===== src/mem_consts.svh =====
//------------------------------
// memory unit constants
// sizes of addresses, bus words and pipeline requests
//------------------------------

`ifndef MEM_CONSTS_SVH
`define MEM_CONSTS_SVH

// bus side
`define MEM_ADDR_W              32  // byte address width
`define MEM_WORD_BYTES          4   // bytes per avalon word

// pipeline side
`define MEM_READ_MAX_BYTES      8   // longest read request
`define MEM_READ_MAX_WORDS      3   // worst case words touched by a read
`define MEM_WRITE_MAX_BYTES     4   // longest write request

`endif

===== src/mem_pkg.sv =====
//------------------------------
// memory unit shared types
// request structs, bus word struct and read window
//------------------------------

`include "mem_consts.svh"

package mem_pkg;

typedef logic [`MEM_ADDR_W-3:0] mem_word_addr_t;           // byte address without [1:0]

typedef struct packed {
    logic [`MEM_ADDR_W-1:0]             addr;               // byte address
    logic [3:0]                         len;                // 1 to 8 bytes
} mem_read_req_t;

typedef struct packed {
    logic [`MEM_ADDR_W-1:0]             addr;               // byte address
    logic [2:0]                         len;                // 1 to 4 bytes
    logic [`MEM_WRITE_MAX_BYTES*8-1:0]  data;               // first byte in low bits
} mem_write_req_t;

typedef struct packed {
    mem_word_addr_t                     addr;
    logic [`MEM_WORD_BYTES*8-1:0]       data;
    logic [`MEM_WORD_BYTES-1:0]         be;                 // per byte enables
} mem_wr_word_t;

// same 96 bits, filled per word, read out per byte
typedef union packed {
    logic [`MEM_READ_MAX_WORDS-1:0][`MEM_WORD_BYTES*8-1:0]   words;
    logic [`MEM_READ_MAX_WORDS*`MEM_WORD_BYTES-1:0][7:0]     bytes;
} mem_read_window_t;

endpackage


===== src/memory.sv =====
//------------------------------
// data memory unit, top level
// read and write engines sharing one avalon master
//------------------------------

`include "mem_consts.svh"

module memory(
    input  logic                                clk,
    input  logic                                rst,

    // read request
    input  logic                                read_do,
    input  mem_pkg::mem_read_req_t              read_req,
    output logic                                read_done,
    output logic [`MEM_READ_MAX_BYTES*8-1:0]    read_data,

    // write request
    input  logic                                write_do,
    input  mem_pkg::mem_write_req_t             write_req,
    output logic                                write_done,

    // avalon master
    output mem_pkg::mem_word_addr_t             avm_address,
    output logic [`MEM_WORD_BYTES*8-1:0]        avm_writedata,
    output logic [`MEM_WORD_BYTES-1:0]          avm_byteenable,
    output logic                                avm_read,
    output logic                                avm_write,
    input  logic                                avm_waitrequest,
    input  logic                                avm_readdatavalid,
    input  logic [`MEM_WORD_BYTES*8-1:0]        avm_readdata
);

//------------------------------

logic                               rd_word_do;
logic                               rd_word_done;
mem_pkg::mem_word_addr_t            rd_word_addr;
logic [`MEM_WORD_BYTES*8-1:0]       rd_word_data;

logic                               wr_word_do;
logic                               wr_word_done;
mem_pkg::mem_wr_word_t              wr_word;

//------------------------------

memory_read memory_read_inst(
    .clk            (clk),
    .rst            (rst),
    .read_do        (read_do),          // in
    .read_req       (read_req),         // in
    .read_done      (read_done),        // out, one cycle
    .read_data      (read_data),        // out [63:0]
    .rd_word_do     (rd_word_do),       // out
    .rd_word_addr   (rd_word_addr),     // out
    .rd_word_done   (rd_word_done),     // in
    .rd_word_data   (rd_word_data)      // in [31:0]
);

memory_write memory_write_inst(
    .clk            (clk),
    .rst            (rst),
    .write_do       (write_do),         // in
    .write_req      (write_req),        // in
    .write_done     (write_done),       // out, one cycle
    .wr_word_do     (wr_word_do),       // out
    .wr_word        (wr_word),          // out addr, data, be
    .wr_word_done   (wr_word_done)      // in
);

avalon_mem avalon_mem_inst(
    .clk                (clk),
    .rst                (rst),
    .rd_word_do         (rd_word_do),
    .rd_word_addr       (rd_word_addr),
    .rd_word_done       (rd_word_done),
    .rd_word_data       (rd_word_data),
    .wr_word_do         (wr_word_do),
    .wr_word            (wr_word),
    .wr_word_done       (wr_word_done),
    .avm_address        (avm_address),
    .avm_writedata      (avm_writedata),
    .avm_byteenable     (avm_byteenable),
    .avm_read           (avm_read),
    .avm_write          (avm_write),
    .avm_waitrequest    (avm_waitrequest),
    .avm_readdatavalid  (avm_readdatavalid),
    .avm_readdata       (avm_readdata)
);

endmodule


===== src/avalon_mem.sv =====
//------------------------------
// avalon master
// one word access at a time, writes win
//------------------------------

`include "mem_consts.svh"

module avalon_mem(
    input  logic                            clk,
    input  logic                            rst,

    input  logic                            rd_word_do,
    input  mem_pkg::mem_word_addr_t         rd_word_addr,
    output logic                            rd_word_done,
    output logic [`MEM_WORD_BYTES*8-1:0]    rd_word_data,

    input  logic                            wr_word_do,
    input  mem_pkg::mem_wr_word_t           wr_word,
    output logic                            wr_word_done,

    output mem_pkg::mem_word_addr_t         avm_address,
    output logic [`MEM_WORD_BYTES*8-1:0]    avm_writedata,
    output logic [`MEM_WORD_BYTES-1:0]      avm_byteenable,
    output logic                            avm_read,
    output logic                            avm_write,
    input  logic                            avm_waitrequest,
    input  logic                            avm_readdatavalid,
    input  logic [`MEM_WORD_BYTES*8-1:0]    avm_readdata
);

typedef enum logic [1:0] {
    ST_IDLE,
    ST_WR_CMD,          // avm_write held through waitrequest
    ST_RD_CMD,          // avm_read held through waitrequest
    ST_RD_WAIT          // read accepted, waiting for readdatavalid
} state_t;

state_t state;
logic   grant_ok;

// engines still show the finished word during a done pulse
assign grant_ok = (state == ST_IDLE) && !rd_word_done && !wr_word_done;

//------------------------------

always_ff @(posedge clk) begin
    if (rst) begin
        state        <= ST_IDLE;
        avm_read     <= 1'b0;
        avm_write    <= 1'b0;
        rd_word_done <= 1'b0;
        wr_word_done <= 1'b0;
    end else begin
        rd_word_done <= 1'b0;
        wr_word_done <= 1'b0;
        case (state)
            ST_IDLE: begin
                if (grant_ok && wr_word_do) begin       // write first
                    avm_write <= 1'b1;
                    state     <= ST_WR_CMD;
                end else if (grant_ok && rd_word_do) begin
                    avm_read  <= 1'b1;
                    state     <= ST_RD_CMD;
                end
            end
            ST_WR_CMD: begin
                if (!avm_waitrequest) begin
                    avm_write    <= 1'b0;
                    wr_word_done <= 1'b1;
                    state        <= ST_IDLE;
                end
            end
            ST_RD_CMD: begin
                if (!avm_waitrequest) begin
                    avm_read <= 1'b0;
                    state    <= avm_readdatavalid ? ST_IDLE : ST_RD_WAIT;
                    rd_word_done <= avm_readdatavalid;
                end
            end
            default: begin                              // ST_RD_WAIT
                if (avm_readdatavalid) begin
                    rd_word_done <= 1'b1;
                    state        <= ST_IDLE;
                end
            end
        endcase
    end
end

// command payload, loaded only when a command starts
always_ff @(posedge clk) begin
    if (grant_ok && wr_word_do) begin
        avm_address    <= wr_word.addr;
        avm_writedata  <= wr_word.data;
        avm_byteenable <= wr_word.be;
    end else if (grant_ok && rd_word_do) begin
        avm_address    <= rd_word_addr;
        avm_byteenable <= '1;                           // whole word on reads
    end
    if (avm_readdatavalid) begin
        rd_word_data <= avm_readdata;
    end
end

endmodule


===== src/memory_write.sv =====
//------------------------------
// write engine
// one byte write becomes one or two byte enabled
// word writes, lower word first
//------------------------------

`include "mem_consts.svh"

module memory_write(
    input  logic                        clk,
    input  logic                        rst,

    input  logic                        write_do,
    input  mem_pkg::mem_write_req_t     write_req,
    output logic                        write_done,

    output logic                        wr_word_do,
    output mem_pkg::mem_wr_word_t       wr_word,
    input  logic                        wr_word_done
);

//------------------------------

logic                                   busy;
logic                                   upper;          // second word in flight
logic                                   start;
logic                                   last_word;
logic [1:0]                             offset;
logic [`MEM_WRITE_MAX_BYTES-1:0]        len_mask;       // one bit per valid byte
mem_pkg::mem_word_addr_t                base_addr;
logic [2*`MEM_WORD_BYTES*8-1:0]         span_data;      // two word span
logic [2*`MEM_WORD_BYTES-1:0]           span_be;

//------------------------------

assign start     = write_do && !busy && !write_done;
assign offset    = write_req.addr[1:0];
assign last_word = upper || (span_be[2*`MEM_WORD_BYTES-1:`MEM_WORD_BYTES] == '0);

always_comb begin
    for (int i = 0; i < `MEM_WRITE_MAX_BYTES; i++) begin
        len_mask[i] = (i < write_req.len);
    end
end

assign wr_word_do = busy;

// word selected by phase
always_comb begin
    wr_word.addr = base_addr + mem_pkg::mem_word_addr_t'(upper);
    if (upper) begin
        wr_word.data = span_data[2*`MEM_WORD_BYTES*8-1:`MEM_WORD_BYTES*8];
        wr_word.be   = span_be[2*`MEM_WORD_BYTES-1:`MEM_WORD_BYTES];
    end else begin
        wr_word.data = span_data[`MEM_WORD_BYTES*8-1:0];
        wr_word.be   = span_be[`MEM_WORD_BYTES-1:0];
    end
end

// control
always_ff @(posedge clk) begin
    if (rst) begin
        busy       <= 1'b0;
        upper      <= 1'b0;
        write_done <= 1'b0;
    end else begin
        write_done <= 1'b0;                             // pulse
        if (start) begin
            busy  <= 1'b1;
            upper <= 1'b0;
        end else if (busy && wr_word_done) begin
            if (last_word) begin
                busy       <= 1'b0;
                upper      <= 1'b0;
                write_done <= 1'b1;                     // cycle after last word
            end else begin
                upper <= 1'b1;                          // enables spill into next word
            end
        end
    end
end

// shifted data and enables
always_ff @(posedge clk) begin
    if (start) begin
        base_addr <= write_req.addr[`MEM_ADDR_W-1:2];
        span_data <= {{`MEM_WORD_BYTES*8{1'b0}}, write_req.data} << {offset, 3'b000};
        span_be   <= {{`MEM_WORD_BYTES{1'b0}}, len_mask} << offset;
    end
end

endmodule


===== src/memory_read.sv =====
//------------------------------
// read engine
// splits a byte read into 1 to 3 word reads, then
// picks 8 bytes from the offset for the pipeline
//------------------------------

`include "mem_consts.svh"

module memory_read(
    input  logic                                clk,
    input  logic                                rst,

    input  logic                                read_do,
    input  mem_pkg::mem_read_req_t              read_req,
    output logic                                read_done,
    output logic [`MEM_READ_MAX_BYTES*8-1:0]    read_data,

    output logic                                rd_word_do,
    output mem_pkg::mem_word_addr_t             rd_word_addr,
    input  logic                                rd_word_done,
    input  logic [`MEM_WORD_BYTES*8-1:0]        rd_word_data
);

//------------------------------

logic                               busy;           // words still owed
logic                               start;
logic                               last_word;
logic [1:0]                         word_idx;       // word being fetched
logic [1:0]                         last_idx;       // word count minus one
logic [1:0]                         offset;         // byte offset in first word
logic [3:0]                         span_bytes;     // offset + len + 3, max 14
mem_pkg::mem_word_addr_t            base_addr;
mem_pkg::mem_read_window_t          window;
mem_pkg::mem_read_window_t          window_next;
logic [`MEM_READ_MAX_BYTES*8-1:0]   extract;

//------------------------------

assign start        = read_do && !busy && !read_done;   // held read_do is not a new read
assign span_bytes   = {2'b00, read_req.addr[1:0]} + read_req.len + 4'd3;
assign last_word    = (word_idx == last_idx);

assign rd_word_do   = busy;
assign rd_word_addr = base_addr + mem_pkg::mem_word_addr_t'(word_idx);

// window as it will be after this cycle, so the last word is seen at once
always_comb begin
    window_next = window;
    if (rd_word_done) begin
        window_next.words[word_idx] = rd_word_data;     // word view
    end
    for (int i = 0; i < `MEM_READ_MAX_BYTES; i++) begin
        extract[i*8 +: 8] = window_next.bytes[offset + i];  // byte view
    end
end

// control
always_ff @(posedge clk) begin
    if (rst) begin
        busy      <= 1'b0;
        read_done <= 1'b0;
        word_idx  <= 2'd0;
    end else begin
        read_done <= 1'b0;                              // pulse
        if (start) begin
            busy     <= 1'b1;
            word_idx <= 2'd0;
        end else if (busy && rd_word_done) begin
            word_idx <= word_idx + 2'd1;                // ascending words
            if (last_word) begin
                busy      <= 1'b0;
                read_done <= 1'b1;                      // cycle after last word
            end
        end
    end
end

// request capture and data
always_ff @(posedge clk) begin
    if (start) begin
        base_addr <= read_req.addr[`MEM_ADDR_W-1:2];
        offset    <= read_req.addr[1:0];
        last_idx  <= span_bytes[3:2] - 2'd1;            // 1 to 3 words
    end
    window <= window_next;
    if (busy && rd_word_done && last_word) begin
        read_data <= extract;                           // held until next read_done
    end
end

endmodule


===== config.mk =====
export PLATFORM = sky130hd
export DESIGN_NAME = memory
export DESIGN_NICKNAME = d
export VERILOG_FILES = /design/src/mem_pkg.sv /design/src/memory.sv /design/src/avalon_mem.sv /design/src/memory_write.sv /design/src/memory_read.sv
export VERILOG_INCLUDE_DIRS = /design/src /design/src/src
export SDC_FILE = /design/constraint.sdc
export NUM_CORES = 1
export LEC_CHECK = 0
export BUFFER_PORTS_ARGS = -buffer_cell sky130_fd_sc_hd__buf_2
export CORE_MARGIN = 2
export CORE_UTILIZATION = 35
export DETAILED_ROUTE_END_ITERATION = 16
export PLACE_DENSITY = 0.64
export SYNTH_ARGS = -nofsm -noshare
export SYNTH_HDL_FRONTEND = slang
export SYNTH_SLANG_ARGS = --single-unit
export TNS_END_PERCENT = 50

===== constraint.sdc =====
create_clock -name clk -period 11.93 [get_ports clk]
set_input_delay 0 -clock clk [delete_from_list [all_inputs] [get_ports clk]]
set_output_delay 0 -clock clk [all_outputs]
set_load 0.05 [all_outputs]

Word level (Yosys, flattened, before mapping) --
Cells that the tools add are included.
Storage, ports and cells: flip-flop bits (word level) 407, bits in latches 0, memory bits (writable) 0, bits in read-only memories 0, input bits 141, memories kept 0
Operators by class: add/sub/neg operators 13, multipliers 0, div/mod/pow operators 0, $lt $le $gt $ge 14, eq/ne operators 9, shift operators 2, muxes and demuxes 51, bitwise logic cells 3, reductions and logical operators 40
Operator list (number):
- $bmux W8 S4 | 7
- $lt A32 B5 Y1 const B | 7
- $bwmux W96 | 1
- $mux W96 | 1
- $demux W32 S2 | 1
- $mux W8 | 8
- $shl A32 B5 Y64 | 1
- $mux W30 | 2
- $mux W36 | 1
- $mux W32 | 1
- $add A30 B1 Y30 | 1
- $add A30 B2 Y30 | 1
- $add A2 B3 Y4 const B | 4
- $bmux W8 S2 | 1
- $mux W1 | 16
- $reduce_bool A2 Y1 | 7
- $logic_and A1 B1 Y1 | 12
- $mux W2 | 6
- $ne A2 B2 Y1 const B | 5
- $mux W4 | 2
- $reduce_and A4 Y1 | 2
- $reduce_or A2 Y1 | 4
- $shl A4 B2 Y8 | 1
- $add A2 B2 Y3 const B | 2
- 25 further kinds | 38

Depth between registers and ports, before layout --
Gate-level depths: netlist of the first run.
depth in word-level cells 8, gate-level depth with buffers 10, mapped depth without buffers 7

Modules after synthesis --
From an unflattened synthesis of the first run, not the netlist that was laid out.
Second synthesis, totals: cells, all modules 1207, area, all modules 18381.4 um2
Modules (own cells, without submodules):
- memory_read | times used 1, cells each 664, area an instance 9913.3 um2, seq. area each 4944.7 um2
- memory_write | times used 1, cells each 364, area an instance 4763.3 um2, seq. area each 2852.7 um2
- avalon_mem | times used 1, cells each 179, area an instance 3704.8 um2, seq. area each 3062.9 um2

Worst setup path before layout of the first run --
OpenSTA, ideal clock, no wires.
path kind flip-flop to flip-flop, from register memory_write_inst.write_done, to register memory_write_inst.base_addr[0] (enable), library setup time 0.685 ns, data arrival time 7.434 ns, data required time 11.245 ns, setup slack 3.810 ns, stages on the path, launching flop included 2, path through dfxtp_1 -> nor3b_1
On the way: longest elaborated chain between the ends 2
RTL lines:
- from (decl) | RTL line memory_write.sv:15 | output logic write_done,
- from (signal assigned) | RTL line memory_write.sv:65 | write_done <= 1'b0;
- from (signal assigned) | RTL line memory_write.sv:67 | write_done <= 1'b0;
- from (signal assigned) | RTL line memory_write.sv:75 | write_done <= 1'b1;
- $logic_not A1 Y1 | RTL line memory_write.sv:36 | assign start = write_do && !busy && !write_done;
- $logic_and A1 B1 Y1 | RTL line memory_write.sv:36
- named net memory_write_inst.start | RTL line memory_write.sv:26 | logic start;
- to (signal assigned) | RTL line memory_write.sv:86 | base_addr <= write_req.addr[`MEM_ADDR_W-1:2];
- to (decl) | RTL line memory_write.sv:30 | mem_pkg::mem_word_addr_t base_addr;
The timed path passes the listed nets, and every way through them passes these cells. A chain may end at the register's enable or synchronous reset.

==> metrics.txt, run 1 <==
Area contributors post-synth edfxtp_1, dfxtp_1, mux2i_1, mux2_2, a21oi_1; placed insts 2249; Clk Latency, worst-skew pair 570 ps; Post-Syn Area 17900 um^2; chip width 230.2 um; fmax 323.8 MHz; most common cell in the netlist edfxtp_1; CTS tree yes; DR WL/cell about 19 um; syn nets 1520; drt initial violations 761; Vias 12201; Finish-stage setup viols 0; min-delay src read_req[2]; Synth top area share 0.4848; clk sinks 398; # H-tree levels 2; Worst-path clk slew 60 ps; final period utilization 0.2588; Die Y roughly 230 um; Min-Delay Path Class in2reg; Initial Util 0.3554; Worst setup EP type register; Slew Limit Headroom 0.1608; Core Util, Final 0.4525; CTS resizes 0; Fin Clk Skew 20.22 ps; Synth async-reset ratio 0; first-pass GRT wire length 70880 um; critical path class reg2reg; DRC viols 0; Clk Tree Root Cell clkbuf_16; Slew Limit Fails 0; FF/Latch Area about 11000 um^2; Mapped Cells 1367; gr ovfl total 0; Critical Path Start memory_read_inst.word_idx[1]; Multi-input gate area roughly 6400 um^2; Post-synth EDFFs between 200 and 300; final setup TNS 0 ps; largest net degree at the start of global routing 66; min Tclk post-route between 3000 and 4000 ps; count of final hold-check violations 0; share of layout cells above drive strength 1 0.2564; gp weighted congestion 0.8360; slew at the pin closest to its max-slew limit 1259 ps; startpoint class of the critical path register; top cells by count, synth edfxtp_1, mux2i_1, dfxtp_1, a21oi_1, mux2_2; full die area 52970 um^2; Critical Path RT about 12000 ps; Netlist cell types 52; Design Power 3.620 mW; Max VDD drop 113.4 uV; drt total wl 46780 um; Critical R2R Launch memory_read_inst.word_idx[1]; sequential share of the synthesized area 0.6067; WP data arrival 3360 ps; post-place setup slack 8871 ps; Primary FF master, synth edfxtp_1; fillers 4497; crit-path max FO 39; Avg Inst Size Synth approximately 13 um^2; Non-Filler Instances 2483; leading area contributor after synthesis edfxtp_1; Final WS setup 8842 ps; RSZ-0062 raised after global routing no; Core Rows 82; drt via density slightly below 5; MaxCap Viol Count 0; status finished clean; PD cells approximately 160 nW/um^2; Core Area 50380 um^2; Longest Clk Path Bufs 3; Yosys reg bits 398; P_leak 9.695 nW; antenna viol nets, final 0; antenna violations before repair 2; PortBufs 274; I/O pins between 200 and 300; total CTS buffers 45; Post-CTS Setup Bufs 0; Total GRT Usage 0.1730; vias in the first global route 12346; Ys Warns 0; P&R area growth vs syn 27.34%; hpwl dp ~32000 um; nets@finish 1929; DR pass1 iterations 5
-- critical path, stage by stage (launching register included) --
cell and delay (ps):
dfxtp_1 420, inv_1 120, ha_1 320, nand2_2 860, mux2_2 440, mux2_2 280
mux2i_1 210, mux2i_1 110
-- flip-flops by register name, indices dropped and copies added (netlist names) --
register,count
avalon_mem_inst.avm_read,1
memory_write_inst.span_data,56
avalon_mem_inst.wr_word_done,1
avalon_mem_inst.rd_word_done,1
memory_read_inst.last_idx,2
avalon_mem_inst.state,2
memory_read_inst.word_idx,2
avalon_mem_inst.avm_writedata,32
memory_write_inst.write_done,1
memory_read_inst.rd_word_do,1
memory_read_inst.read_done,1
avalon_mem_inst.rd_word_data,32
memory_write_inst.upper,1
memory_write_inst.base_addr,30
avalon_mem_inst.avm_write,1
memory_read_inst.offset,2
avalon_mem_inst.avm_byteenable,4
avalon_mem_inst.avm_address,30
memory_read_inst.base_addr,30
memory_write_inst.wr_word_do,1
memory_read_inst.read_data,64
memory_write_inst.span_be,7
memory_read_inst.window,96
-- where the power goes --
part	switching [mW]	internal (mW)
combinational	0.354	0.222
clock	0.552	0.783
sequential	0.0676	1.64
total	0.974	2.65
-- placed cells by master, fill, tap and decap left out, types with 26 or more instances in the layout --
master	count
dlygate4sd3_1	152
clkbuf_16	46
o21ai_0	26
edfxtp_1	289
a211oi_1	41
nor2_1	54
nor2b_1	35
a21oi_1	82
xor2_1	40
and3_1	42
buf_2	274
dfxtp_1	109
inv_1	64
nand2_1	63
mux2i_1	157
mux2_2	72
-- logic make-up (layout without fill, tap and decap cells) --
group | count (synthesis) | count (layout) | share of synthesized area
compound gates | 216 | 216 | 0.07415
flops | 398 | 398 | 0.6067
xor+xnor | 58 | 58 | 0.02838
buf+inv | 149 | 592 | 0.03690
fa+ha+maj | 12 | 12 | 0.009226
simple gates | 284 | 284 | 0.08834
other cells | 0 | 1 | 0
mux | 250 | 250 | 0.1563
-- layer usage --
metal | part of all wire | track usage | wire length [um] | up-vias
li1 | - | - | - | 5870
met1 | 0.41 | 0.2071 | 19090 | 5914
met2 | 0.51 | 0.3101 | 24060 | 339
met3 | 0.056 | 0.03844 | 2632 | 74
met4 | 0.021 | 0.05000 | 971 | 4
met5 | 0.00058 | 0 | 27 | -
-- final timing paths --
check	slack [ps]	endpoint	cells past startpoint
worst min register to register	470	memory_read_inst.window[18]	1
worst max register to register	8840	memory_read_inst.read_data[47]	7
worst max-delay path	8840	memory_read_inst.read_data[47]	7
worst min-delay path	7	memory_read_inst.last_idx[0]	3
-- layout make-up --
| class | instances | area share |
|---|---|---|
| flip-flops and latches | 398 | 0.4764 |
| multi-input cells | 820 | 0.2810 |
| repair buffers | 444 | 0.1328 |
| clock buffers | 60 | 0.05368 |
| well taps | 672 | 0.03688 |
| inverters | 67 | 0.01103 |
| clock inverters | 21 | 0.008068 |
| diodes | 1 | 0.0001098 |
-- per-stage QoR --
step | cell area [um^2] | hold WS [ps]
final | 22800 | 6.933
after global routing | 22790 | 13.12
after CTS | 22790 | 6.228
after detailed placement | 19870 | 178.1
after global placement | 19870 | 176.4
after floorplan | 17900 | 76.15
-- timing repair --
| action | in CTS | in global routing |
|---|---|---|
| hold buffers | 152 | 0 |
| setup endpoints to repair | 0 | 0 |
| hold endpoints to repair | 175 | 0 |
No activity file was read; power rests on OpenSTA's default activity.
==> run 2: changes to the inputs <==
Settings changed: ABC_AREA from default to 1, PLACE_DENSITY 0.64 to 0.65.
Clock period 11.93 ns to 2.5 ns, I/O delays scaled along.
==> metrics.txt, run 2 <==
status finished clean; Total GRT Usage 0.1967; startpoint class of the critical path register; final period utilization 0.9176; largest net degree at the start of global routing 82; Worst setup EP type register; Finish-stage setup viols 0; Netlist cell types 42; DR pass1 iterations 5; Fin Clk Skew 25.80 ps; most common cell after layout, fill and taps aside nand2_1; Min Hold Slack 74.45 ps; CTS resizes 0; min Tclk post-route ~2300 ps; placed insts 2740; MaxCap Viol Count 0; antenna violations before repair 8; Ys Warns 0; register with the most flip-flops memory_read_inst.window; drt via density 4.887; Slew Limit Fails 0; Clk Latency, worst-skew pair 570 ps; worst reg-to-reg setup slack ~200 ps; Clock power frac 0.340; drt total wl 52890 um; Critical path buffers and inverters 3; min-delay src read_req[0]; post-place setup slack 245.8 ps; Critical Path RT between 2000 and 3000 ps; Pint 12.77 mW; Min-Delay Path Class in2reg; most common cell in the netlist nand2_1; leading area contributor after synthesis edfxtp_1; slew at the pin closest to its max-slew limit 844.0 ps; share of layout cells above drive strength 1 0.2036; Sw Pwr approximately 5.6 mW; gp weighted congestion 0.9075; Die Y 231.4 um; Synth top area share 0.4793; crit-path max FO 61; Hold Path Sink memory_read_inst.last_idx[0]; total CTS buffers between 40 and 50; antenna viol nets, final 0; count of final hold-check violations 0; nets@finish approximately 2400; Max VDD drop 543.1 uV; Avg Inst Size Synth 9.835 um^2; Primary FF master, synth edfxtp_1; most frequent cells in the layout nand2_1, edfxtp_1, buf_2; Diodes inserted 0; DR WL/cell 17.81 um; hpwl dp 38440 um; sequential share of power 0.453; PD cells 793.7 nW/um^2; Comb pwr share 0.206; most numerous cell on the critical path nand2_1; Core Rows between 80 and 90; fmax 435.9 MHz; Vias 14509; Yosys reg bits 398; Switching Fraction 0.3044; WP data arrival 2600 ps; Worst-path clk slew 60 ps; drt initial violations slightly below 900; P&R area growth vs syn 27.70%; Synth async-reset ratio 0; Slowest cell on crit path dfxtp_1; number of flip-flops in the largest register 96; syn nets 1994; critical path class reg2reg; sequential share of the synthesized area 0.5998; top cells by count, synth nand2_1, edfxtp_1, nor2_1, dfxtp_1, inv_1; RSZ-0062 raised after global routing no; gr ovfl total 0; clk sinks 398; R2R cell count 12; cell family with most CP delay simple AND/OR/NAND/NOR gates; full die area ~54000 um^2; Area contributors post-synth edfxtp_1, nand2_1, dfxtp_1, mux2i_1, nor2_1; first-pass GRT wire length between 80000 and 90000 um; I/O pins 275; chip width about 230 um; P_leak between 9 and 10 nW; Slew Limit Headroom 0.4373; Final WS setup 205.9 ps; Mapped Cells 1841; Post-Syn Area 18110 um^2; reg2reg end memory_read_inst.read_data[41]; Initial Util 0.3536; Core Area 51200 um^2; Regs by FF count memory_read_inst.window (96), memory_read_inst.read_data (64), memory_write_inst.span_data (56); PortBufs ~270; vias in the first global route 14282; hold path depth 3; Critical R2R Launch memory_read_inst.word_idx[1]; DRC viols 0; CP Cell Sequence inv_1 > ha_1 > nand2_8 > buf_4 > nand2_1 > o21ai_2 > inv_2 > nand2_1 > o21ai_1 > nand2_1 > nand3_1 > nand2_1; Longest Clk Path Bufs 3; CTS tree yes; Largest stage delay, worst path 370 ps; Non-Filler Instances 2969; hold buffers post-CTS ~150; Post-CTS Setup Bufs 0; Clk Tree Root Cell clkbuf_16; Post-synth EDFFs about 290; # H-tree levels 2
## run 2: cells by family (layout without fill, tap and decap cells)
kind of cell / Yosys count / after routing / share of synthesized area
adder cells (fa/ha/maj): 12 / 12 / 0.009122
buffers and inverters: 197 / 645 / 0.04899
AND/OR/NAND/NOR: 891 / 891 / 0.2018
AO/OA/AOI/OAI: 238 / 238 / 0.08389
flip-flops: 398 / 398 / 0.5998
multiplexers: 81 / 81 / 0.04478
XOR/XNOR: 24 / 24 / 0.01161
## run 2: power groups by stage
| stage | clock [mW] | sequential, mW | combinational [mW] |
|---|---|---|---|
| floorplan | 0 | 9.12 | 1.76 |
| global placement | 0 | 8.45 | 3.52 |
| detailed placement | 0 | 8.46 | 3.59 |
| CTS | 6.43 | 8.33 | 3.79 |
| global route | 6.68 | 8.38 | 4.13 |
| finish | 6.25 | 8.32 | 3.78 |
## run 2: routing by layer
| layer | vias to the layer above | GRT usage | wire length (um) | share of wire |
|---|---|---|---|---|
| met1 | 6847 | 0.2409 | 21730 | 0.41 |
| met3 | 103 | 0.04417 | 3663 | 0.069 |
| met2 | 478 | 0.3380 | 25670 | 0.49 |
| met5 | - | 0 | 107 | 0.0020 |
| li1 | 7065 | - | - | - |
| met4 | 16 | 0.07238 | 1724 | 0.033 |
## run 2: worst max path at each step
| stage | from | slack, ps | depth (start not counted) | endpoint |
|---|---|---|---|---|
| 6_report | memory_read_inst.word_idx[1] | 210 | 12 | memory_read_inst.read_data[41] |
| 5_1_grt | memory_read_inst.word_idx[1] | 30 | 11 | memory_read_inst.read_data[41] |
| 4_1_cts | memory_read_inst.word_idx[1] | 210 | 12 | memory_read_inst.read_data[41] |
| 3_5_place_dp | memory_read_inst.word_idx[1] | 250 | 12 | memory_read_inst.read_data[41] |
| 3_3_place_gp | memory_read_inst.word_idx[1] | 330 | 12 | memory_read_inst.read_data[41] |
| 2_1_floorplan | memory_write_inst.write_done | -640 | 4 | memory_write_inst.upper |
## run 2: layout make-up
type	count	area, um^2
fill	4813	28080
sequential	398	10870
multi-input combinational	1246	6381
timing repair buffer	452	3218
clock buffer	58	1206
tap	680	850.8
inverter	113	424.2
clock inverter	22	175.2
## run 2: worst register-to-register path, stage by stage, from the launching register on
cell and delay (ps):
dfxtp_1 370, inv_1 150, ha_1 270, nand2_8 280, buf_4 340, nand2_1 70, o21ai_2 60, inv_2 60
nand2_1 40, o21ai_1 120, nand2_1 100, nand3_1 110, nand2_1 70
## run 2: per-stage QoR
step	instance area, um^2	setup TNS, ps	power, mW	utilization
2_1_floorplan	18130	-53270	10.88	-
3_3_place_gp	20250	0	11.97	0.3955
3_5_place_dp	20250	0	12.05	0.3955
4_1_cts	23120	0	18.54	0.4516
5_1_grt	23120	0	19.19	0.4516
6_report	23120	0	18.35	0.4516
==> run 3: changes to the inputs <==
Settings changed: PLACE_DENSITY 0.65 to 0.64.
Clock period 2.5 ns to 2.6 ns, I/O delays scaled along.
==> metrics.txt, run 3 (synthesized netlist as in run 2, its figures left out) <==
Largest stage delay, worst path roughly 430 ps; slew at the pin closest to its max-slew limit 925.0 ps; crit-path max FO 64; nets@finish 2411; Longest Clk Path Bufs 3; count of final hold-check violations 0; I/O pins 275; Critical path buffers and inverters 1; uppermost layer routed met5; largest net degree at the start of global routing around 80; met3 WL 3698 um; Non-Filler Instances 2975; MaxCap Viol Count 0; hpwl dp 38110 um; number of flip-flops in the largest register 96; full die area about 54000 um^2; startpoint class of the critical path register; clk sinks 398; fillers 4811; M1 wire length about 22000 um; min Tclk post-route 2316 ps; Slew Limit Fails 0; share of layout cells above drive strength 1 0.2049; Placed Area 20240 um^2; antenna violations before repair 9; CP Cell Sequence inv_1 > ha_1 > nand2_8 > o21ai_1 > o21ai_1 > nand2_1 > nand3_1 > nand2_1; CTS tree yes; Slowest cell on crit path dfxtp_1; drt total wl 52780 um; critical path class reg2reg; Min-Delay Path Class in2reg; antenna viol nets, final 0; most common cell after layout, fill and taps aside nand2_1; # H-tree levels 2; total CTS buffers 45; gr ovfl total 0; Min Hold Slack 74.45 ps; Core Area 51200 um^2; worst reg-to-reg setup slack 280 ps; fmax 431.9 MHz; RSZ-0062 raised after global routing no; Slew Limit Headroom 0.3833; DR WL/cell 17.74 um; first-pass GRT wire length 80550 um; most frequent cells in the layout nand2_1, edfxtp_1, buf_2; DR pass1 iterations 5; Worst-path clk slew 60 ps; Finished Cell Area 23180 um^2; Worst setup EP type register; Initial Util 0.3536; drt initial violations 927; Regs by FF count memory_read_inst.window (96), memory_read_inst.read_data (64), memory_write_inst.span_data (56); final period utilization 0.8906; chip width 231.4 um; WP data arrival 2630 ps; vias in the first global route between 10000 and 15000; Vias around 15000; Max VDD drop 476.1 uV; Critical Path RT ~2900 ps; gp weighted congestion around 0.93; Clk Latency, worst-skew pair ~570 ps; placed insts 2742; Core Rows 83; Die Y 231.4 um; met2 WL 25340 um; drt via density slightly below 5; PD cells between 700 and 800 nW/um^2; final setup TNS 0 ps; cell family with most CP delay simple AND/OR/NAND/NOR gates; PortBufs 274; Finish-stage setup viols 0; Fin Clk Skew ~13 ps; P&R area growth vs syn 28.04%; Core Util, Final 0.4528; Total GRT Usage 0.1954; Clk Tree Root Cell clkbuf_16; P_leak between 9 and 10 nW; register with the most flip-flops memory_read_inst.window; status finished clean; DRC viols 0
==> run 3: cell types whose count changed in the layout (fill, tap and decap cells not counted), sizes merged <==
cell      delta
inv          +1
buf          +2
clkbuf       +5
clkinv       -2
diode        +1
clkinvlp     -1
==> run 3: where the power goes <==
group          leakage [nW]  switching [mW]  internal (mW)
Sequential             3.63           0.290           7.69
Clock                 0.711            2.60           3.64
Combinational          5.39            2.56           1.11
==> run 3: final timing paths <==
| check | start | to | cells after the start |
|---|---|---|---|
| hold / removal | read_req[0] | memory_read_inst.last_idx[0] | 3 |
| setup reg to reg | memory_read_inst.word_idx[1] | memory_read_inst.read_data[41] | 8 |
| setup / recovery | memory_read_inst.word_idx[1] | memory_read_inst.read_data[41] | 8 |
| hold reg to reg | memory_read_inst.window[32] | memory_read_inst.window[32] | 2 |
==> run 3: timing repair <==
item                                   in CTS  in global routing
hold buffers                              149                  0
endpoints found under the hold margin     186                  0
buffers inserted                            0                  0
gates resized for setup                     0                  0
==> run 3: layer usage <==
layer / GRT usage / vias to the layer above
met1: 0.2433 / 6823
met5: 0 / -
met2: 0.3339 / 513
met4: 0.07036 / 12
li1: - / 7072
met3: 0.04085 / 98
==> run 3: area by class of cell <==
cell class              instances  area [um^2]  area share
repair buffers                454         3208      0.1384
diodes                          1        2.502   0.0001079
inverters                     113        424.2     0.01830
clock inverters                20        176.4    0.007610
multi-input cells            1246         6381      0.2752
well taps                     680        850.8     0.03670
clock buffers                  63         1275     0.05499
flip-flops and latches        398        10870      0.4687
==> run 3: worst register-to-register path, cell delays in order (launching register included) <==
cell	delay (ps)
dfxtp_1	430
inv_1	140
ha_1	260
nand2_8	410
o21ai_1	190
o21ai_1	320
nand2_1	120
nand3_1	120
nand2_1	80
==> run 3: stage by stage <==
| step | power, mW | setup WS [ps] |
|---|---|---|
| after CTS | 18.02 | 302.8 |
| after floorplan | 10.46 | -536.0 |
| final | 17.89 | 284.4 |
| after detailed placement | 11.58 | 291.6 |
| after global placement | 11.50 | 380.0 |
| after global routing | 18.64 | 128.0 |
